## config.mk

```make
export PLATFORM = sky130hd
export DESIGN_NAME = linebuffer
export DESIGN_NICKNAME = d
export VERILOG_FILES = /design/src/fb_pkg.sv /design/src/linebuffer.sv
export SDC_FILE = /design/constraint.sdc
export NUM_CORES = 1
export LEC_CHECK = 0
export BUFFER_PORTS_ARGS = -buffer_cell sky130_fd_sc_hd__buf_4
export CORE_ASPECT_RATIO = 1.5
export CORE_MARGIN = 3
export CORE_UTILIZATION = 30
export DETAILED_ROUTE_END_ITERATION = 6
export HOLD_SLACK_MARGIN = 0.12
export PLACE_DENSITY_LB_ADDON = 0.25
export REMOVE_ABC_BUFFERS = 1
export SYNTH_ARGS = -nofsm -noshare
export SYNTH_HDL_FRONTEND = slang
export SYNTH_SLANG_ARGS = --single-unit
```

## constraint.sdc

```tcl
create_clock -name clk_pix -period 9.1 [get_ports clk_pix]
set_clock_uncertainty 0.15 [all_clocks]
set_input_delay 0 -clock clk_pix [delete_from_list [all_inputs] [get_ports clk_pix]]
set_output_delay 0 -clock clk_pix [all_outputs]
set_load 0.03 [all_outputs]
```

## src/fb_pkg.sv

```systemverilog
////////////////////////////////////////////////////////////////////////////
// geometry, widths, types and structs shared by the scaled framebuffer
// display blocks, referenced everywhere as fb_pkg::name
////////////////////////////////////////////////////////////////////////////

package fb_pkg;

    // display geometry, 640x480 active area
    localparam int H_RES   = 640;
    localparam int V_RES   = 480;
    localparam int H_BLANK = 160;  // sx runs -160..639
    localparam int V_BLANK = 45;   // sy runs -45..479

    // framebuffer and palette
    localparam int FB_WIDTH  = 160;
    localparam int FB_HEIGHT = 120;
    localparam int FB_PIXELS = FB_WIDTH * FB_HEIGHT;
    localparam int FB_SCALE  = 4;  // one fb pixel covers 4x4 screen pixels
    localparam int PAL_SIZE  = 16;

    // widths
    localparam int CORDW    = 16;                 // signed coordinates
    localparam int CIDXW    = 4;                  // colour index
    localparam int CHANW    = 4;                  // bits per colour channel
    localparam int FB_ADDRW = $clog2(FB_PIXELS);  // 15
    localparam int LB_IDXW  = 8;                  // linebuffer entry index
    localparam int SCALEW   = $clog2(FB_SCALE);   // scale line counter

    typedef logic signed [CORDW-1:0] coord_t;
    typedef logic [CIDXW-1:0]        cidx_t;
    typedef logic [3*CHANW-1:0]      colr_t;     // {r, g, b}
    typedef logic [FB_ADDRW-1:0]     fb_addr_t;
    typedef logic [LB_IDXW-1:0]      lb_idx_t;
    typedef logic [7:0]              chan8_t;

    typedef enum logic {DST_FB, DST_PAL} host_dst_e;
    typedef enum logic [1:0] {WR_IDLE, WR_ACK, WR_WAIT_DROP} wr_state_e;

    // screen position travelling alongside each pixel
    typedef struct packed {
        coord_t sx;
        coord_t sy;
        logic   de;
        logic   frame;
    } pix_pos_t;

    // one host write, data[CIDXW-1:0] only for framebuffer targets
    typedef struct packed {
        host_dst_e sel;
        fb_addr_t  addr;
        colr_t     data;
    } host_wr_t;

endpackage

```

## src/linebuffer.sv

```systemverilog
////////////////////////////////////////////////////////////////////////////
// one fb row of colour indices, read back at sx / FB_SCALE so each entry
// repeats 4 times across the line; position is piped with the index
////////////////////////////////////////////////////////////////////////////
`timescale 1ns/1ps

module linebuffer (
    input  logic             clk_pix,
    input  logic             we_i,
    input  fb_pkg::lb_idx_t  widx_i,
    input  fb_pkg::cidx_t    wdata_i,
    input  fb_pkg::pix_pos_t pos_i,    // from display_timing
    output fb_pkg::cidx_t    cidx_o,   // one cycle after pos_i
    output fb_pkg::pix_pos_t pos_o     // same cycle as cidx_o
);

    fb_pkg::cidx_t   mem [fb_pkg::FB_WIDTH];
    fb_pkg::lb_idx_t ridx;

    // horizontal scaling via the read index
    always_comb begin
        if (pos_i.de) begin
            ridx = fb_pkg::lb_idx_t'(pos_i.sx / fb_pkg::coord_t'(fb_pkg::FB_SCALE));
        end else begin
            ridx = '0;  // blanking, entry 0 is don't care
        end
    end

    always_ff @(posedge clk_pix) begin
        if (we_i) begin
            mem[widx_i] <= wdata_i;
        end
    end

    // index and position leave together
    always_ff @(posedge clk_pix) begin
        cidx_o <= mem[ridx];
        pos_o  <= pos_i;
    end

    // fetch never writes past the stored row
    a_widx_range: assert property (@(posedge clk_pix)
        we_i |-> (widx_i < fb_pkg::lb_idx_t'(fb_pkg::FB_WIDTH)))
        else $error("linebuffer: write index out of range");

endmodule

```

Yosys cells after proc, flatten, opt, wreduce, memory -nomap -nowiden

Memories as Yosys holds them, arrays and structs flattened. A register that Yosys moved wholly into a read port is not among the register bits.
Index checks and enable logic that the tools add are counted.

Logic and storage cells: 11
Memories: 1
RAM bits: 640
Bits in registers: 34

Multiplexer cells: 3
Add/subtract/negate cells: 1
Reductions and logical operators: 1
Bitwise gates (word level): 1

Memory list:

| memory | depth | bits a word | read ports | clocked after memory_dff | write ports | RTL line         | text |
|---|---|---|---|---|---|---|---|
| mem    | 160   | 4           | 1          | 1                        | 1           | linebuffer.sv:17 | `fb_pkg::cidx_t mem [fb_pkg::FB_WIDTH];` |

Operator list:

| operator             | number |
|---|---|
| adder 8 x 1 -> 8 bit | 1 |
| two-way mux 8 bit    | 1 |
| two-way mux 1 bit    | 2 |
| OR reduction 2 bit   | 1 |
| AND 1 bit            | 1 |

Depth between registers and ports, before layout

Depth after elaboration: 4
Depth in mapped cells: 15
Mapped depth without buffers: 11

Least setup slack after synthesis

No wires, ideal clock.

Kind: input to register
From: input pos_i[19] (netlist bit)
To: register cidx_o[0], read port of mem
Setup slack: 6,186 ps
Stages: 11
Data arrival time: 2,644 ps
Library setup time: 120 ps
Data required time: 8,830 ps
Cells stage by stage: o21a_1 > ha_1 > ha_1 > xnor2_2 > nor2_4 > buf_6 > buf_6 > mux4_2 > o311a_1 > a221o_1 > a211o_1

Cells in the longest elaborated chain, start to end: 4

Ends and longest elaborated chain:

| item                           | RTL line         | text |
|---|---|---|
| start, declared                | linebuffer.sv:12 | `input fb_pkg::pix_pos_t pos_i,` |
| OR reduction 2 bit (no line)   | n/a              |  |
| AND 1 bit (no line)            | n/a              |  |
| adder 8 x 1 -> 8 bit (no line) | n/a              |  |
| two-way mux 8 bit              | linebuffer.sv:22 | `if (pos_i.de) begin` |
| end, declared                  | linebuffer.sv:13 | `output fb_pkg::cidx_t cidx_o,` |

Every way passes these cells.

Final worst setup path

Same ends and word-level chain as after synthesis.

==> results <==
- The count of flip-flops with a built-in enable after synthesis is 640.
- The TritonCTS buffer count is 69.
- The number of antenna violations at the first check in global routing is 2.
- The net switching component of the power is about 1.6 mW.
- After clock tree synthesis, the setup repair step added 0 buffers.
- The internal power of the cells totals about 5.4 mW.
- The horizontal die dimension is 251 um.
- Buffers inserted to repair hold after CTS numbered 84.
- The compound-gate portion of the synthesized area is 0.0617.
- For this run, the register share of the synthesized area comes to 0.742.
- For the pin with the worst max-slew slack, the measured transition is 1.04 ns.
- The detailed-routing iteration count for the pre-antenna-repair pass is 5.
- The maximum ir drop on the vdd rail is 0.000126 V.
- The flow ran to the end, and the final reports show no timing, DRC or antenna violations.
- The floorplan step defined a die boundary enclosing 93500 um2.
- The dominant combinational cell family by area after synthesis is simple AND/OR/NAND/NOR gates.
- The design area is roughly 32000 um2.
- The leakage component of the power is between 10 and 15 nW.
- The share of total power dissipated in sequential elements is 0.490.
- The critical path arrival is 4.71 ns.
- Among all flip-flop cells after synthesis, the most frequent one is edfxtp_1.
- Yosys attributes the largest share of cell area to edfxtp_1 (71%), nand2_1 (3.8%), mux4_2 (3.5%), dfxtp_1 (2.8%), nor2_1 (2.7%).
- Derived from the worst setup path, the maximum achievable clock frequency is ~230 MHz.
- The maximum number of pins on one net before global-route repair is 98.
- The number of placement rows is 134.
- The number of global-route vias before repair is 17011.
- The count of cells in the finished layout, fillers not included, comes to 3161.
- Clock tree synthesis selected as its root buffer the cell clkbuf_16.
- For this block, the via count after detailed routing is 16456.
- Dividing the synthesized area by the synthesized cell count gives 15.0 um2.
- The sequential cells in the finished layout cover a total of ~20000 um2.
- After floorplanning, the core was sized to cover 89000 um2.
- Clock-pin slew was measured on the worst setup and hold paths at 0.07 ns.
- The net switching share of the total power is 0.235.
- Setup repair after global routing left no endpoint under its margin.
- Of all flip-flops after synthesis, the portion carrying an async set or reset was 0.
- The maximum level of the CTS H-tree is 3.
- The average wire per standard cell is 26.1 um.
- In this run the tightest slew margin relative to its limit is 0.305.
- In the routed design, unresolved DRC markers number 0.
- The area growth from synthesis to layout is 18.6%.
- The placed instances occupy a cell area of 28800 um2.
- The share of total power dissipated in combinational logic is 0.082.
- In this run the power density over the cells is 219 nW/um2.
- The multiplexer area fraction after synthesis is 0.0670.
- The critical path in this run is classified as in -> reg.
- Setup violations remaining at the end of the flow were counted as 0.
- The number of sinks driven by the clock tree is around 680.
- Measured on the finished design, the core utilization comes to 0.359.
- The xor and xnor fraction of the mapped netlist area is 0.00190.
- After detailed routing, the number of vias per cell comes to 5.21.
- The kind of capture point of the worst setup path is a flip-flop.
- Counting flops and latches in the post-synthesis netlist gives 678.
- The total routed wirelength is 82.5 mm.
- The commonest cells after synthesis are edfxtp_1 (640), nand2_1 (275), nor2_1 (195).
- The worst-case setup slack after placement is about 4.6 ns.
- The final worst-path setup slack is 4.79 ns.
- The final count of pins violating max slew is 0.
- The tightest min-delay check is of the in -> reg type.
- The largest buffer count on any clock path is 3.
- Detailed placement ended at an HPWL of 52.5 mm.
- The final number of hold-violating endpoints came to 0.
- The first global-routing pass estimated 120 mm of wire.
- The reported max-cap violation count is 0.
- Yosys instantiated no cell more often than edfxtp_1.
- After the first detailed-routing iteration, the DRC count stood at approximately 1200.
- In this run the remaining antenna-violating nets after routing total 0.
- TritonCTS built the clock tree.
- At the end of routability-driven placement, the weighted congestion stood at 0.914.
- The worst setup path is launched from an input pin.
- In this run the vertical extent of the chip is 373 um.
- The clock network fraction of design power is 0.428.
- The later pin in the worst-skew pair is clocked with a latency of 0.66 ns.
- The cell count after placement is 2954.
- The overall power of the completed layout is 7.01 mW.
- In the final design database the tool counted between 2000 and 2500 nets.
- Summing all multi-input logic gate instances after layout gives 6450 um2.
- The starting utilization of the core area is 0.303.
- In this run, post-CTS repair resized a total of 0 instances.
- After global routing the overflow that remains totals 0.
- The total number of yosys warnings is 0.
- The share of the cycle needed by the critical path after routing is 0.474.
- The number of fillers in the final layout is 8383.
- The cell area after synthesis is 26900 um2.
- The synthesized netlist cell count is 1797.
- The proportion of netlist area held by the largest area contributor is 0.713.
- For the worst setup path, the data required time is 9.50 ns.
- Summed over all failing endpoints, the final setup total negative slack is 0 ns.
- Of the total synthesized cell area, the portion taken by AND, OR, NAND and NOR gates is 0.106.
- Of the total synthesized cell area, the portion taken by full adders, half adders and majority gates is 0.000929.
- The tightest hold path in the finished design has a slack of 0.380 ns.
- In the final layout, the share of cells above drive strength 1 is 0.137.
- The worst path needs 4.31 ns of the cycle, external delays included.
- In this run the worst path has a maximum fanout of 68.
- The number of buffers added on ports is 85.
- The boundary pin count is 86.
- The cell taking the most area after synthesis is edfxtp_1.
- The global-route total usage across every layer is 0.176.
- The count of unique library cells instantiated by Yosys is 65.
- 0 antenna diodes ended up in the layout.
==> metal layers <==
layer | global-route usage | routed length (um)
met1 | 0.199 | 30200
met2 | 0.325 | 44100
met3 | 0.0277 | 4420
met4 | 0.0790 | 3770
met5 | 0 | 0
==> worst paths after layout <==
path / start / endpoint / slack, ns / cells after the start
max: pos_i[19] / cidx_o[0] / 4.79 / 13
min: pos_i[17] / pos_o[17] / 0.38 / 3
max reg2reg: mem[71][0] / cidx_o[0] / 6.57 / 5
min reg2reg: mem[80][3] / cidx_o[3] / 0.71 / 6
==> sequential cells by signal, indices dropped and copies added, names as in the netlist <==
signal,cells
pos_o,34
mem,640
cidx_o,4
==> layout make-up <==
cell class,count,area share
clock buffer,79,0.0552
clock inverter,44,0.0185
inverter,3,0.000352
multi-input combinational,1006,0.202
sequential,678,0.625
tap,1156,0.0453
timing repair buffer,195,0.0532
==> critical path, stage by stage <==
cell           delay, ns
dlygate4sd3_1       0.54
buf_4               0.14
o21a_1              0.20
ha_4                0.17
ha_1                0.27
xnor2_2             0.29
nor2_4              0.61
buf_12              0.40
mux4_2              0.58
a211oi_1            0.66
o21ai_0             0.16
a221o_1             0.33
a211o_1             0.28
==> kinds of logic after synthesis <==
family / after synthesis
AOI/OAI and AO/OA: 240
xor gates and xnor gates: 5
adders and majority gates: 2
buffers and inverters: 113
DFF: 678
muxes: 99
and+or+nand+nor: 660
==> layout by cell type, fill, tap and decap left out, drive strengths merged, types with 5 or more instances in the layout <==
cell / netlist / layout
a211oi: 37 / 37
a21oi: 40 / 40
a221oi: 18 / 18
a311oi: 27 / 27
a31oi: 26 / 26
and3: 21 / 21
buf: 61 / 111
bufinv: 0 / 12
clkbuf: 49 / 79
clkinv: 0 / 22
dfxtp: 38 / 38
dlygate4sd3: 0 / 84
edfxtp: 640 / 640
inv: 3 / 11
mux2: 7 / 7
mux2i: 33 / 33
mux4: 59 / 59
nand2: 276 / 276
nand2b: 5 / 5
nand3: 72 / 72
nand4: 16 / 16
nor2: 196 / 196
nor2b: 31 / 31
nor3: 23 / 23
o21ai: 33 / 33
o22ai: 20 / 20
==> power by group through the flow <==
stage	clock network, mW	registers [mW]	logic, mW
global route	3.18	3.44	0.607
CTS	3.07	3.44	0.577
global placement	0	3.50	0.545
detailed placement	0	3.50	0.546
finish	3.00	3.44	0.574
floorplan	0	3.52	0.264
Power figures use the tool's default switching activity.
