File: src/fb_pkg.sv
////////////////////////////////////////////////////////////////////////////
// geometry, widths, types and structs shared by the scaled framebuffer
// display blocks, referenced everywhere as fb_pkg::name
////////////////////////////////////////////////////////////////////////////

package fb_pkg;

    // display geometry, 640x480 active area
    localparam int H_RES   = 640;
    localparam int V_RES   = 480;
    localparam int H_BLANK = 160;  // sx runs -160..639
    localparam int V_BLANK = 45;   // sy runs -45..479

    // framebuffer and palette
    localparam int FB_WIDTH  = 160;
    localparam int FB_HEIGHT = 120;
    localparam int FB_PIXELS = FB_WIDTH * FB_HEIGHT;
    localparam int FB_SCALE  = 4;  // one fb pixel covers 4x4 screen pixels
    localparam int PAL_SIZE  = 16;

    // widths
    localparam int CORDW    = 16;                 // signed coordinates
    localparam int CIDXW    = 4;                  // colour index
    localparam int CHANW    = 4;                  // bits per colour channel
    localparam int FB_ADDRW = $clog2(FB_PIXELS);  // 15
    localparam int LB_IDXW  = 8;                  // linebuffer entry index
    localparam int SCALEW   = $clog2(FB_SCALE);   // scale line counter

    typedef logic signed [CORDW-1:0] coord_t;
    typedef logic [CIDXW-1:0]        cidx_t;
    typedef logic [3*CHANW-1:0]      colr_t;     // {r, g, b}
    typedef logic [FB_ADDRW-1:0]     fb_addr_t;
    typedef logic [LB_IDXW-1:0]      lb_idx_t;
    typedef logic [7:0]              chan8_t;

    typedef enum logic {DST_FB, DST_PAL} host_dst_e;
    typedef enum logic [1:0] {WR_IDLE, WR_ACK, WR_WAIT_DROP} wr_state_e;

    // screen position travelling alongside each pixel
    typedef struct packed {
        coord_t sx;
        coord_t sy;
        logic   de;
        logic   frame;
    } pix_pos_t;

    // one host write, data[CIDXW-1:0] only for framebuffer targets
    typedef struct packed {
        host_dst_e sel;
        fb_addr_t  addr;
        colr_t     data;
    } host_wr_t;

endpackage

File: src/lb_fetch.sv
////////////////////////////////////////////////////////////////////////////
// copies one framebuffer row into the linebuffer on every FB_SCALE-th
// active line, 160 reads starting at the line pulse
////////////////////////////////////////////////////////////////////////////
`timescale 1ns/1ps

module lb_fetch (
    input  logic             clk_pix,
    input  logic             arst_n_i,
    input  fb_pkg::pix_pos_t pos_i,
    input  logic             line_i,
    output fb_pkg::fb_addr_t raddr_o,    // to fb_bram read port
    output logic             lb_we_o,    // aligned with fb rdata
    output fb_pkg::lb_idx_t  lb_widx_o
);

    logic [fb_pkg::SCALEW-1:0] scale_q;     // line within current fb row
    logic [fb_pkg::SCALEW-1:0] scale_nxt;
    logic                      start;
    logic                      busy_q;      // read addresses in flight
    fb_pkg::lb_idx_t           col_q;
    fb_pkg::fb_addr_t          row_base_q;  // row * FB_WIDTH
    logic                      we_q;
    fb_pkg::lb_idx_t           widx_q;

    always_comb begin
        if (pos_i.sy == 0) begin
            scale_nxt = '0;  // first active line restarts the count
        end else if (scale_q == fb_pkg::SCALEW'(fb_pkg::FB_SCALE - 1)) begin
            scale_nxt = '0;
        end else begin
            scale_nxt = scale_q + 1'b1;
        end
        start = line_i && (pos_i.sy >= 0) && (pos_i.sy < fb_pkg::coord_t'(fb_pkg::V_RES))
             && (scale_nxt == '0);
    end

    always_ff @(posedge clk_pix or negedge arst_n_i) begin
        if (!arst_n_i) begin
            scale_q    <= '0;
            busy_q     <= 1'b0;
            col_q      <= '0;
            row_base_q <= '0;
            we_q       <= 1'b0;
        end else begin
            we_q <= busy_q;  // RAM read latency
            if (line_i) scale_q <= scale_nxt;
            if (start) begin
                busy_q <= 1'b1;
                col_q  <= '0;
            end else if (busy_q) begin
                if (col_q == fb_pkg::lb_idx_t'(fb_pkg::FB_WIDTH - 1)) begin
                    busy_q     <= 1'b0;
                    row_base_q <= row_base_q + fb_pkg::fb_addr_t'(fb_pkg::FB_WIDTH);
                end else begin
                    col_q <= col_q + 1'b1;
                end
            end
            if (pos_i.frame) row_base_q <= '0;  // back to row 0
        end
    end

    always_ff @(posedge clk_pix) begin
        widx_q <= col_q;  // payload follows the strobe
    end

    assign raddr_o   = row_base_q + fb_pkg::fb_addr_t'(col_q);
    assign lb_we_o   = we_q;
    assign lb_widx_o = widx_q;

endmodule

File: config.mk
export PLATFORM = sky130hd
export DESIGN_NAME = lb_fetch
export DESIGN_NICKNAME = d
export VERILOG_FILES = /design/src/fb_pkg.sv /design/src/lb_fetch.sv
export SDC_FILE = /design/constraint.sdc
export NUM_CORES = 1
export LEC_CHECK = 0
export BUFFER_PORTS_ARGS = -buffer_cell sky130_fd_sc_hd__clkbuf_2
export CAP_MARGIN = 20
export CORE_MARGIN = 2
export CORE_UTILIZATION = 40
export CTS_CLUSTER_SIZE = 40
export DETAILED_ROUTE_END_ITERATION = 8
export PLACE_DENSITY = 0.67
export SYNTH_ARGS = -nofsm -noshare
export SYNTH_HDL_FRONTEND = slang
export SYNTH_SLANG_ARGS = --single-unit
export TNS_END_PERCENT = 20
File: constraint.sdc
create_clock -name clk_pix -period 2.24 [get_ports clk_pix]
set_clock_uncertainty 0.1 [all_clocks]
set_input_delay 0.112 -clock clk_pix [delete_from_list [all_inputs] [get_ports clk_pix]]
set_output_delay 0.112 -clock clk_pix [all_outputs]
set_load 0.05 [all_outputs]
== Yosys cells after proc, flatten, opt, wreduce, memory -nomap -nowiden ==
Cells that the tools add are included.

* $add $sub $neg: 4
* $lt $le $gt $ge: 2
* Equality and inequality tests: 4
* Multiplexer cells: 12
* Reductions and logical operators: 10

{| class="wikitable"
|+ Operators with widths
! cell !! count
|-
| two-way mux 15 bit || 4
|-
| zero test 32 bit || 1
|-
| two-way mux 8 bit || 3
|-
| greater-or-equal comparator 16 x 1 -> 1 bit (second input constant) || 1
|-
| less-than comparator 16 x 10 -> 1 bit (second input constant) || 1
|-
| adder 15 x 8 -> 15 bit || 1
|-
| adder 15 x 8 -> 15 bit (second input constant) || 1
|-
| adder 8 x 1 -> 8 bit (second input constant) || 1
|-
| == test 8 bit (second input constant) || 1
|-
| nonzero test 2 bit || 3
|-
| two-way mux 2 bit || 2
|-
| != test 2 bit (second input constant) || 2
|-
| logical AND 1 bit || 3
|-
| two-way mux 1 bit || 3
|-
| AND reduction 3 bit || 1
|-
| adder 2 x 1 -> 2 bit (second input constant) || 1
|-
| == test 2 bit (second input constant) || 1
|-
| zero test 2 bit || 1
|-
| AND reduction 2 bit || 1
|}

* Bits in registers: 35
* Input bits: 37
* Output and inout bits: 24
* Logic and storage cells: 38

== Depth between registers and ports, before layout ==
* Word-level depth: 7
* Depth in mapped cells: 6
* Gate-level depth less buffers: 6

== Worst setup path before layout ==
Ideal clock, no wire load.

* Path kind: register -> output
* From: reg col_q[6]
* To: out raddr_o[12]
* Arrival time: 2.152 ns
* Required time: 2.028 ns
* Path slack: -0.124 ns
* Cell stages (with the launch flop): 7
* Path buffers: 0
* Path through: dfrtp_1 -> ha_1 -> a21oi_1 -> o21bai_1 -> a31o_2 -> nand3_1 -> xnor2_1

* Word-level cells in the longest chain between the ends: 1

{| class="wikitable"
|+ RTL lines
! element !! line !! RTL
|-
| start: declaration || lb_fetch.sv:21 || <nowiki>fb_pkg::lb_idx_t col_q;</nowiki>
|-
| start signal: assignment || lb_fetch.sv:56 || <nowiki>col_q <= col_q + 1'b1;</nowiki>
|-
| adder 15 x 8 -> 15 bit || lb_fetch.sv:67 || <nowiki>assign raddr_o = row_base_q + fb_pkg::fb_addr_t'(col_q);</nowiki>
|-
| end: declaration || lb_fetch.sv:12 || <nowiki>output fb_pkg::fb_addr_t raddr_o,</nowiki>
|}

Every way passes these cells.

== Worst setup path in the final report ==
* From: reg col_q[6]
* To: out raddr_o[14]

The elaborated chain is that of the path after synthesis.

==> flow_metrics.py <==
metrics = {
    "outcome": {
        "outcome": "complete, no violations",
    },
    "yosys": {
        "synth_common_cells": "dfrtp_1 (22), nor2_1 (18), xnor2_1 (11)",
        "yosysMostFrequentCell": "dfrtp_1",
        "async_flop_share_pct": 73.3,
        "netlist_instances": 157,
        "synth_edf_count": 0,
        "synthesis.area_um2": 1610,
        "yosys_warnings": 0,
        "synth_top_area_cell": "dfrtp_1",
        "syn_avg_cell_area_um2": 10.2,
        "yosysSeqAreaShare_pct": 44.3,
        "netlist.area_leader.share_pct": 34.3,
        "ys_types": 43,
        "synth_seq_cells": 30,
        "ys.flop_type": "dfrtp_1",
        "yosys-top-cells-area": "dfrtp_1 (34%), dfxtp_1 (10%), xnor2_1 (6.0%)",
        "syn-num-nets": 201,
    },
    "placement": {
        "placedCellCount": 249,
        "dp_hpwl_mm": 2.32,
        "gp_congestion": 0.821,
        "postPlaceCellArea_um2": 1890,
        "portBuffers": 43,
    },
    "power": {
        "combPwrFrac_pct": 48.9,
        "pwr_density_cell_nw_per_um2": 1190,
        "p_int_mw": 1.30,
        "swShare_pct": 48.0,
        "ir_drop_mv": 0.627,
        "p_leak_nw": 0.930,
        "seq_power_share_pct": 33.6,
        "clkPwrFrac_pct": 17.5,
        "p_sw_mw": 1.20,
    },
    "timing": {
        "tns_ps": 0,
        "relSlewSlack_pct": 63.0,
        "hold_violations": 0,
        "max_freq_mhz": 469,
        "setup_viol": 0,
        "rsz0062_at_grt": "no",
        "period_needed_ps": 2130,
        "period_share_pct": 95.1,
        "drv_slew": 0,
        "hold_slack_ps": 50.3,
        "tightest_slew_ps": 555,
    },
    "clocking": {
        "clock-root-buffer": "clkbuf_8",
        "cts_tree": "built",
        "cts_num_sinks": 30,
        "path_clk_slew_ps": 60,
        "clock_latency_ps": 280,
        "h-tree-depth": 2,
        "cts-buffers-inserted": 5,
        "clock_path_buffers": 2,
    },
    "layout": {
        "diodes": 0,
        "regArea_um2": 712,
        "fill_cells": 357,
        "nNetsFinal": 253,
        "fin_cells": 260,
        "areaGrowthSynthToFinish_pct": 30.8,
        "drive_gt1_share_pct": 35.7,
        "finalInstanceArea_um2": 2100,
        "finalCoreUtilization_pct": 53.3,
        "multi_input_area_um2": 913,
    },
    "floorplan": {
        "io_pins": 61,
        "start_util_pct": 40.7,
        "core_um2": 3940,
        "die_x_um": 67.4,
        "rows": 23,
        "die_y_um": 67.4,
        "die_area_um2": 4540,
    },
    "grt": {
        "grt_pass1_wl_mm": 5.32,
        "track_usage_pct": 16.1,
        "antenna_found_initial": 0,
        "overflow": 0,
        "grt_pass1_vias": 1187,
        "grt_max_degree": 23,
    },
    "min_path": {
        "worstHoldPathType": "input pin to flip-flop",
        "min-delay-start": "pos_i[0]",
    },
    "detailed_routing": {
        "vias": 1294,
        "ant_nets": 0,
        "dr.pass1.iters": 4,
        "vias_per_cell": 4.98,
        "drc": 0,
        "totalWireLength_mm": 3.17,
        "wl_per_cell_um": 12.2,
        "drtIter0Drc": 70,
    },
    "flow_run": {
        "cap_violations": 0,
    },
    "critical_path": {
        "r2r-start": "scale_q[0]",
        "arrival_ps": 1920,
        "worstPathMaxFanout": 4,
        "critPathRequiredTime_ps": 2030,
        "cp-start-kind": "flip-flop",
        "startpoint": "col_q[6]",
        "critPathKind": "flip-flop to output pin",
        "endpoint_kind": "output pin",
    },
}
==> metrics by stage <==
step | worst slack (ps) | total power [mW]
CTS | 23.4 | 2.51
detailed placement | 124 | 2.05
floorplan | -124 | 1.79
global route | 4.99 | 2.66
finish | 109 | 2.50
global placement | 152 | 2.02
==> placed cells by master, fill, tap and decap left out, drive strengths merged <==
master / count
clkbuf: 48
dfrtp: 22
nor2: 20
xnor2: 11
nand2: 10
xor2: 10
nand3: 9
dfxtp: 8
o21ai: 8
buf: 8
a21oi: 7
ha: 7
nand4: 5
inv: 3
o31ai: 3
or4: 3
nor3: 3
and3: 2
nor4: 2
o2111ai: 2
or3: 2
mux2i: 2
dlygate4sd3: 2
o21bai: 1
a31o: 1
nand4bb: 1
o21a: 1
o21ba: 1
a31oi: 1
or2: 1
nand2b: 1
o22ai: 1
nor2b: 1
nand3b: 1
conb: 1
clkinv: 1
==> path summary, 6_finish.rpt <==
| check | end | slack [ps] | cells after the start |
|---|---|---|---|
| max | raddr_o[14] | 110 | 7 |
| min | row_base_q[11] | 50 | 2 |
| max reg2reg | row_base_q[11] | 160 | 6 |
| min reg2reg | lb_we_o | 360 | 0 |
| max in group asynchronous | row_base_q[7] | 1380 | 2 |
| min in group asynchronous | col_q[0] | 250 | 2 |
==> flip-flops by register name (all words and copies together), names as in the netlist <==
| name | cells |
|---|---|
| busy_q | 1 |
| row_base_q | 10 |
| lb_widx_o | 8 |
| col_q | 8 |
| scale_q | 2 |
| lb_we_o | 1 |
==> routing by layer <==
layer  routed length, um  up-vias  share of wire (%)  GRT usage, %
met5                   0        -                  0             0
met4                  45        0                1.4          6.89
met3                 178        5                5.6          5.67
met2                1530       37                 48          25.1
met1                1410      595                 45          20.3
li1                    -      657                  -             -
==> critical path: stages (launching register included) <==
cell      delay [ps]
dfrtp_1          410
ha_4             280
a21oi_4          170
o21bai_2         100
a31o_4           240
nand3_1          100
xnor2_1          130
clkbuf_8         210
==> repair_timing <==
item	CTS	global route
pin swaps	1	0
hold buffers	2	0
endpoints found under the setup margin	6	7
endpoints found under the hold margin	23	0
setup buffers	1	0
gates resized for setup	10	6
==> power by group through the flow <==
stage | clock, mW | combinational (mW) | sequential (mW)
finish | 0.437 | 1.23 | 0.842
CTS | 0.450 | 1.22 | 0.845
global placement | 0 | 1.18 | 0.840
floorplan | 0 | 0.721 | 1.07
detailed placement | 0 | 1.20 | 0.846
global route | 0.474 | 1.32 | 0.869
==> final cells by class <==
cell class / instances / area share [%]
tap: 50 / 2.98
inverter: 3 / 0.536
sequential: 30 / 33.9
multi-input combinational: 118 / 43.5
timing repair buffer: 51 / 14.7
clock buffer: 7 / 4.11
clock inverter: 1 / 0.238
==> kinds of logic (layout without fill, tap and decap cells) <==
group | after synthesis | in the layout | synth area share (%)
flops | 30 | 30 | 44.3
simple gates | 61 | 61 | 22.8
fa+ha+maj | 7 | 7 | 5.46
compound gates | 26 | 26 | 11.7
other cells | 1 | 1 | 0.234
mux | 2 | 2 | 1.25
xor+xnor | 21 | 21 | 11.5
buf+inv | 9 | 62 | 2.81
(Power assumes the default switching activity.)
