### config.mk
export PLATFORM = sky130hd
export DESIGN_NAME = clut_paint
export DESIGN_NICKNAME = d
export VERILOG_FILES = /design/src/fb_pkg.sv /design/src/clut_paint.sv
export SDC_FILE = /design/constraint.sdc
export NUM_CORES = 1
export LEC_CHECK = 0
export BUFFER_PORTS_ARGS = -buffer_cell sky130_fd_sc_hd__buf_2
export CAP_MARGIN = 20
export CORE_MARGIN = 8
export CORE_UTILIZATION = 30
export DETAILED_ROUTE_END_ITERATION = 8
export SLEW_MARGIN = 20
export SYNTH_ARGS = -nofsm -noshare
export SYNTH_HDL_FRONTEND = slang
export SYNTH_SLANG_ARGS = --single-unit
### constraint.sdc
create_clock -name clk_pix -period 3 [get_ports clk_pix]
set_input_delay 0.15 -clock clk_pix [delete_from_list [all_inputs] [get_ports clk_pix]]
set_output_delay 0.15 -clock clk_pix [all_outputs]
set_load 0.02 [all_outputs]
### src/fb_pkg.sv
////////////////////////////////////////////////////////////////////////////
// geometry, widths, types and structs shared by the scaled framebuffer
// display blocks, referenced everywhere as fb_pkg::name
////////////////////////////////////////////////////////////////////////////

package fb_pkg;

    // display geometry, 640x480 active area
    localparam int H_RES   = 640;
    localparam int V_RES   = 480;
    localparam int H_BLANK = 160;  // sx runs -160..639
    localparam int V_BLANK = 45;   // sy runs -45..479

    // framebuffer and palette
    localparam int FB_WIDTH  = 160;
    localparam int FB_HEIGHT = 120;
    localparam int FB_PIXELS = FB_WIDTH * FB_HEIGHT;
    localparam int FB_SCALE  = 4;  // one fb pixel covers 4x4 screen pixels
    localparam int PAL_SIZE  = 16;

    // widths
    localparam int CORDW    = 16;                 // signed coordinates
    localparam int CIDXW    = 4;                  // colour index
    localparam int CHANW    = 4;                  // bits per colour channel
    localparam int FB_ADDRW = $clog2(FB_PIXELS);  // 15
    localparam int LB_IDXW  = 8;                  // linebuffer entry index
    localparam int SCALEW   = $clog2(FB_SCALE);   // scale line counter

    typedef logic signed [CORDW-1:0] coord_t;
    typedef logic [CIDXW-1:0]        cidx_t;
    typedef logic [3*CHANW-1:0]      colr_t;     // {r, g, b}
    typedef logic [FB_ADDRW-1:0]     fb_addr_t;
    typedef logic [LB_IDXW-1:0]      lb_idx_t;
    typedef logic [7:0]              chan8_t;

    typedef enum logic {DST_FB, DST_PAL} host_dst_e;
    typedef enum logic [1:0] {WR_IDLE, WR_ACK, WR_WAIT_DROP} wr_state_e;

    // screen position travelling alongside each pixel
    typedef struct packed {
        coord_t sx;
        coord_t sy;
        logic   de;
        logic   frame;
    } pix_pos_t;

    // one host write, data[CIDXW-1:0] only for framebuffer targets
    typedef struct packed {
        host_dst_e sel;
        fb_addr_t  addr;
        colr_t     data;
    } host_wr_t;

endpackage

### src/clut_paint.sv
////////////////////////////////////////////////////////////////////////////
// writable 16-entry palette, paint-area masking and registered 8-bit
// channel output together with the matching screen position
////////////////////////////////////////////////////////////////////////////
`timescale 1ns/1ps

module clut_paint (
    input  logic             clk_pix,
    input  logic             arst_n_i,
    input  logic             pal_we_i,
    input  fb_pkg::cidx_t    pal_idx_i,
    input  fb_pkg::colr_t    pal_colr_i,
    input  fb_pkg::cidx_t    cidx_i,     // from linebuffer
    input  fb_pkg::pix_pos_t pos_i,      // aligned with cidx_i
    output fb_pkg::coord_t   sx_o,
    output fb_pkg::coord_t   sy_o,
    output logic             de_o,
    output logic             frame_o,
    output fb_pkg::chan8_t   r_o,
    output fb_pkg::chan8_t   g_o,
    output fb_pkg::chan8_t   b_o
);

    fb_pkg::colr_t pal_q [fb_pkg::PAL_SIZE];
    fb_pkg::colr_t colr;   // masked lookup result
    logic          paint;

    always_ff @(posedge clk_pix or negedge arst_n_i) begin
        if (!arst_n_i) begin
            for (int i = 0; i < fb_pkg::PAL_SIZE; i++) pal_q[i] <= '0;  // all black
        end else if (pal_we_i) begin
            pal_q[pal_idx_i] <= pal_colr_i;
        end
    end

    always_comb begin
        paint = pos_i.de
             && (pos_i.sx >= 0) && (pos_i.sx < fb_pkg::coord_t'(fb_pkg::H_RES))
             && (pos_i.sy >= 0) && (pos_i.sy < fb_pkg::coord_t'(fb_pkg::V_RES));
        colr  = paint ? pal_q[cidx_i] : '0;  // black outside paint area
    end

    always_ff @(posedge clk_pix or negedge arst_n_i) begin
        if (!arst_n_i) begin
            de_o    <= 1'b0;
            frame_o <= 1'b0;
            r_o     <= '0;
            g_o     <= '0;
            b_o     <= '0;
        end else begin
            de_o    <= pos_i.de;
            frame_o <= pos_i.frame;
            r_o     <= {2{colr[2*fb_pkg::CHANW +: fb_pkg::CHANW]}};  // 4 -> 8 bits
            g_o     <= {2{colr[fb_pkg::CHANW +: fb_pkg::CHANW]}};
            b_o     <= {2{colr[0 +: fb_pkg::CHANW]}};
        end
    end

    // coordinates ride along with the pixel
    always_ff @(posedge clk_pix) begin
        sx_o <= pos_i.sx;
        sy_o <= pos_i.sy;
    end

endmodule

## Yosys cells after proc, flatten, opt, wreduce, memory -nomap -nowiden

Index checks and enable logic that the tools add are counted.

- Bits in registers: 250
- Input port bits: 57
- Output and inout bits: 58
- Logic and storage cells: 44

- Order comparisons: 7
- Bitwise logic cells: 2
- Muxes and demuxes: 7
- Reductions and logical operators: 5

Operators by type and width:

| operator | number |
|---|---|
| 192-bit bitwise mux | 1 |
| 12-bit binary-select mux with 4-bit select | 1 |
| 12-bit demux with 4-bit select | 1 |
| 12-bit two-way mux | 4 |
| 16-bit by 1-bit greater-or-equal comparator with 1-bit output (second input constant) | 2 |
| 16-bit by 10-bit < comparator with 1-bit output (second input constant) | 1 |
| 16-bit by 11-bit < comparator with 1-bit output (second input constant) | 1 |
| 5-bit greater-or-equal comparator (second input constant) | 2 |
| 4-bit inverter with 5-bit output | 2 |
| 1-bit logical AND | 5 |
| 5-bit by 1-bit < comparator with 1-bit output (second input constant) | 1 |

## Logic depth before layout (Yosys ltp)

- Depth after elaboration: 6
- Gate-level depth with buffers: 5
- Depth with buffers taken out: 4

## Least setup slack after synthesis

Ideal clock, no wire load.

- Path type: input to register
- Start: input port cidx_i[1]
- End: register b_o[3]
- Stages: 5
- Setup time: 0.128 ns
- Data arrival time: 1.375 ns
- Required time: 2.872 ns
- Buffers on the path: 2
- Path slack: 1.497 ns
- Path through: buf_2 > buf_4 > mux4_2 > mux2i_1 > o22ai_1

- Word-level cells in the longest chain between the ends: 5

RTL lines:

| what | line | RTL |
|---|---|---|
| from (decl) | clut_paint.sv:13 | `input fb_pkg::cidx_t cidx_i,` |
| 4-bit inverter with 5-bit output (implied by the code) | clut_paint.sv:40 | `colr = paint ? pal_q[cidx_i] : '0;` |
| 12-bit binary-select mux with 4-bit select | clut_paint.sv:40 |  |
| 12-bit two-way mux (implied by the code) (2 in series) | clut_paint.sv:40 |  |
| 12-bit two-way mux | clut_paint.sv:40 |  |
| via colr[3] | clut_paint.sv:25 | `fb_pkg::colr_t colr;` |
| to (signal assigned) | clut_paint.sv:55 | `b_o <= {2{colr[0 +: fb_pkg::CHANW]}};` |
| to (decl) | clut_paint.sv:21 | `output fb_pkg::chan8_t b_o` |

The timed path passes the listed nets, and every way through them passes these cells. The select of a mux whose other input is x is not followed.
A chain may end at the register's enable or synchronous reset.

## Worst setup path after layout

- Start: input port pos_i[33] in the netlist's numbering
- End: register r_o[3]

- Word-level cells in the longest chain between the ends: 6
- Elaborated cells on any way between the ends: 7
- Those cells by class: 2 x order compare; 1 x mux; 4 x reduce/logical

RTL lines:

| what | line | RTL |
|---|---|---|
| from (decl) | clut_paint.sv:14 | `input fb_pkg::pix_pos_t pos_i,` |
| 16-bit by 1-bit greater-or-equal comparator with 1-bit output | clut_paint.sv:38 | `&& (pos_i.sx >= 0) && (pos_i.sx < fb_pkg::coord_t'(fb_pkg::H_RES))` |
| 1-bit logical AND | clut_paint.sv:38 |  |
| 1-bit logical AND (*) | clut_paint.sv:38 |  |
| 1-bit logical AND (*) (2 in series) | clut_paint.sv:39 | `&& (pos_i.sy >= 0) && (pos_i.sy < fb_pkg::coord_t'(fb_pkg::V_RES));` |
| 12-bit two-way mux (*) | clut_paint.sv:40 |  |
| via colr[11] | clut_paint.sv:25 |  |
| to (signal assigned) | clut_paint.sv:53 | `r_o <= {2{colr[2*fb_pkg::CHANW +: fb_pkg::CHANW]}};` |
| to (decl) | clut_paint.sv:19 | `output fb_pkg::chan8_t r_o,` |

Mark *: on every way through the listed nets, which the timed path passes. The rest lies on a longest branch.

==> summary.txt <==
Logic synthesis
  – Ys flop type: dfrtp_1
  – Yosys top cell by area: dfrtp_1
  – Most common cell in the netlist: dfrtp_1
  – Yosys reg bits: between 200 and 250
  – Ys async rst share: 86.6%
  – Sequential share of the synthesized area: about three fifths
  – Synth Net Count: 660
  – Share of the synthesized area in the top cell type: 52.4%
  – Main area contributors after synthesis: dfrtp_1, mux2_2, mux4_2, dfxtp_1, mux2i_1
  – Synthesized area per cell: about 16 µm²
  – Number of synthesized flops with an enable pin: 0
  – Cells after Synth: 603
  – Post-synth top cells: dfrtp_1, mux2_2, mux4_2, dfxtp_1, mux2i_1
  – Mapped cell area: just under 10000 µm²
  – YS warnings: 0
  – Yosys cell types: 27

Route
  – DRT iter0 DRCs: 188
  – Vias per cell: around 4.6
  – Detailed Route WL: about 23000 µm
  – Via count: around 5600
  – Detailed Routing Iterations Pass 1: 4
  – Wirelength per Cell: just under 20 µm
  – Residual DRC count: 0
  – Final antenna-violating net count: 0

Floorplan
  – Overall die area: between 30000 and 40000 µm²
  – Die H: a little under 200 µm
  – Chip width: 197 µm
  – Core area: 32500 µm²
  – I/O Pins: between 100 and 150
  – Std-Cell Rows: 66
  – Starting Density: a little under a third

Power and ir drop
  – Leakage: roughly 5.3 nW
  – Combinational share of power: approximately 15%
  – Pint: ~0.0067 W
  – Worst vdd ir: 0.000420 V
  – Clock Power Share: 37.8%
  – Seq pwr share: a little under half
  – Switching share of power: between 20% and 30%
  – Pwr dens: between 700 and 800 nW/µm²
  – NetSw: about 0.0020 W

Clock network
  – Resized cells post-CTS: 0
  – # clock sinks: approximately 240
  – CTS root buffer: clkbuf_16
  – Hold-fix buffers at CTS: 35
  – Worst skew pair latency: between 0.5 and 0.6 ns
  – Clock transition at the registers of the reported paths: about 0.060 ns
  – Post-CTS Setup Inserts: 0
  – Num CTS Buffers: 27
  – Clock tree buffer depth: 3
  – CTS tree: done
  – H-Tree Depth: 1

Job
  – MaxCap Viol Count: 0

Placed design
  – Dpl hpwl: 14500 µm
  – Port bufs: approximately 110
  – Routability Congestion: between 0.7 and 0.8

Global route
  – Initial antenna violation count: 4
  – Global route overflow: 0
  – GR Util All Layers: about an eighth
  – Vias in the first global route: approximately 6100
  – Largest net degree at the start of global routing: 93
  – Global-route wire length before repair: 36500 µm

Layout
  – FILL cells: a little over 3000
  – Nets: between 800 and 900
  – Fraction of layout cells with a size suffix above 1: between 50 and 60%
  – Area Growth Syn to Fin: 22.9%

STA
  – Final Cycle Share: about three fifths
  – Fmax achieved: around 560 MHz
  – Final setup TNS: 0 ns
  – Worst slew pin tran: 0.873 ns
  – Max-slew headroom: between 40% and 50%
  – Fin Hold WS: ~0.098 ns
  – Setup violations, final: 0
  – Fin Clk Skew: 0.00761 ns
  – Tmin final: 1.77 ns
  – Endpoints failing hold: 0
  – Slew Limit Fails: 0
  – RSZ-0062 raised after global routing: false

Hold path
  – HP Class: input port to flop

Setup path
  – Crit path max fanout: 12
  – Setup crit end: r_o[3]
  – Reg2reg setup slack: about 1.5 ns
  – Crit. End Element: flop
  – Worst r2r src: pal_q[38]
  – Worst endpoint required time: around 3.4 ns
  – Worst Reg-to-Reg Cells: 3
  – Critical Setup Path Class: input port to flop
  – CP Launch Point: pos_i[33]
  – CP Launch Type: input port
  – Critical R2R Capture: b_o[6]
  – CP Data Arrival Time: 2.19 ns

Outcome
  – Status: finished, final reports clean
cell usage in the layout (no fill, tap or decap), types with 2 or more instances in the layout:
cell type,synthesis,layout
dlygate4sd3_1,0,35
mux2i_1,24,24
buf_4,14,17
clkbuf_8,0,5
buf_12,0,2
nand3b_1,2,2
nand2_1,4,4
mux2_2,189,189
mux4_2,48,48
mux2_1,3,3
dfxtp_1,32,32
clkbuf_1,17,7
or3_1,2,2
nor2_1,10,10
nor4_1,2,2
dfrtp_1,206,206
buf_2,20,112
o22ai_1,12,12
clkbuf_16,0,29
nand2b_1,5,5
bufinv_16,0,2
clkinv_2,0,5
sequential cells by signal, indices dropped and copies added, names as in the netlist:
signal,count
frame_o,1
sy_o,16
de_o,1
pal_q,192
g_o,4
r_o,4
b_o,4
sx_o,16
final cells by class:
cell class	instances	area [µm²]	area share, %
diodes	1	2.50	0.0207
clock buffers	40	807	6.67
clock inverters	8	93.8	0.776
multi-input cells	310	3750	31.0
flip-flops and latches	238	5800	47.9
well taps	442	553	4.57
repair buffers	167	1090	9.03
cells by family (layout without fill, tap and decap cells):
family	after synthesis	after routing	share of synthesized area, %
compound gates	13	13	0.814
buf+inv	55	215	2.96
flops	238	238	58.9
mux	264	264	35.4
other cells	0	1	0
simple gates	33	33	1.95
critical path: stages:
cell and delay (ns):
dlygate4sd3_1 0.53, buf_2 0.13, nor4_2 0.28, nand4b_1 0.16
or4b_4 0.67, o22ai_1 0.27
worst min path at each step:
stage / from / end / slack [ns] / depth (start not counted)
floorplan: arst_n_i / b_o[3] / -0.15 / 0
global placement: pos_i[4] / sy_o[2] / 0.25 / 1
detailed placement: pos_i[19] / sx_o[1] / 0.25 / 1
CTS: pal_colr_i[2] / pal_q[170] / 0.08 / 2
global route: pal_colr_i[10] / pal_q[94] / 0.12 / 2
finish: pal_colr_i[10] / pal_q[94] / 0.1 / 2
power groups by stage:
stage	registers, W	logic [W]	clock network [W]
2_1_floorplan	0.00410	0.000964	0
3_3_place_gp	0.00416	0.00126	0
3_5_place_dp	0.00418	0.00129	0
4_1_cts	0.00412	0.00133	0.00339
5_1_grt	0.00420	0.00142	0.00352
6_report	0.00412	0.00131	0.00330
stage by stage:
| stage | area, µm² | setup slack [ns] | util, % | power (W) | cells |
|---|---|---|---|---|---|
| 6_report | 12100 | 1.23 | 37.3 | 0.00873 | 1206 |
| 5_1_grt | 12100 | 1.16 | 37.3 | 0.00915 | 1206 |
| 4_1_cts | 12100 | 1.24 | 37.3 | 0.00884 | 1205 |
| 3_5_place_dp | 10800 | 0.946 | 33.4 | 0.00547 | 1122 |
| 3_3_place_gp | 10800 | 0.926 | 33.4 | 0.00542 | 1122 |
| 2_1_floorplan | 9840 | 1.50 | - | 0.00507 | 603 |
routing by layer:
layer / vias up / share of wire (%) / track usage, % / wire length, µm
met5: - / 0.15 / 0 / 36
met4: 6 / 1.5 / 2.95 / 350
met3: 36 / 4.4 / 2.47 / 1020
met2: 88 / 50 / 20.6 / 11700
met1: 2966 / 44 / 15.3 / 10200
li1: 2510 / - / - / -
(Power assumes the default switching activity.)
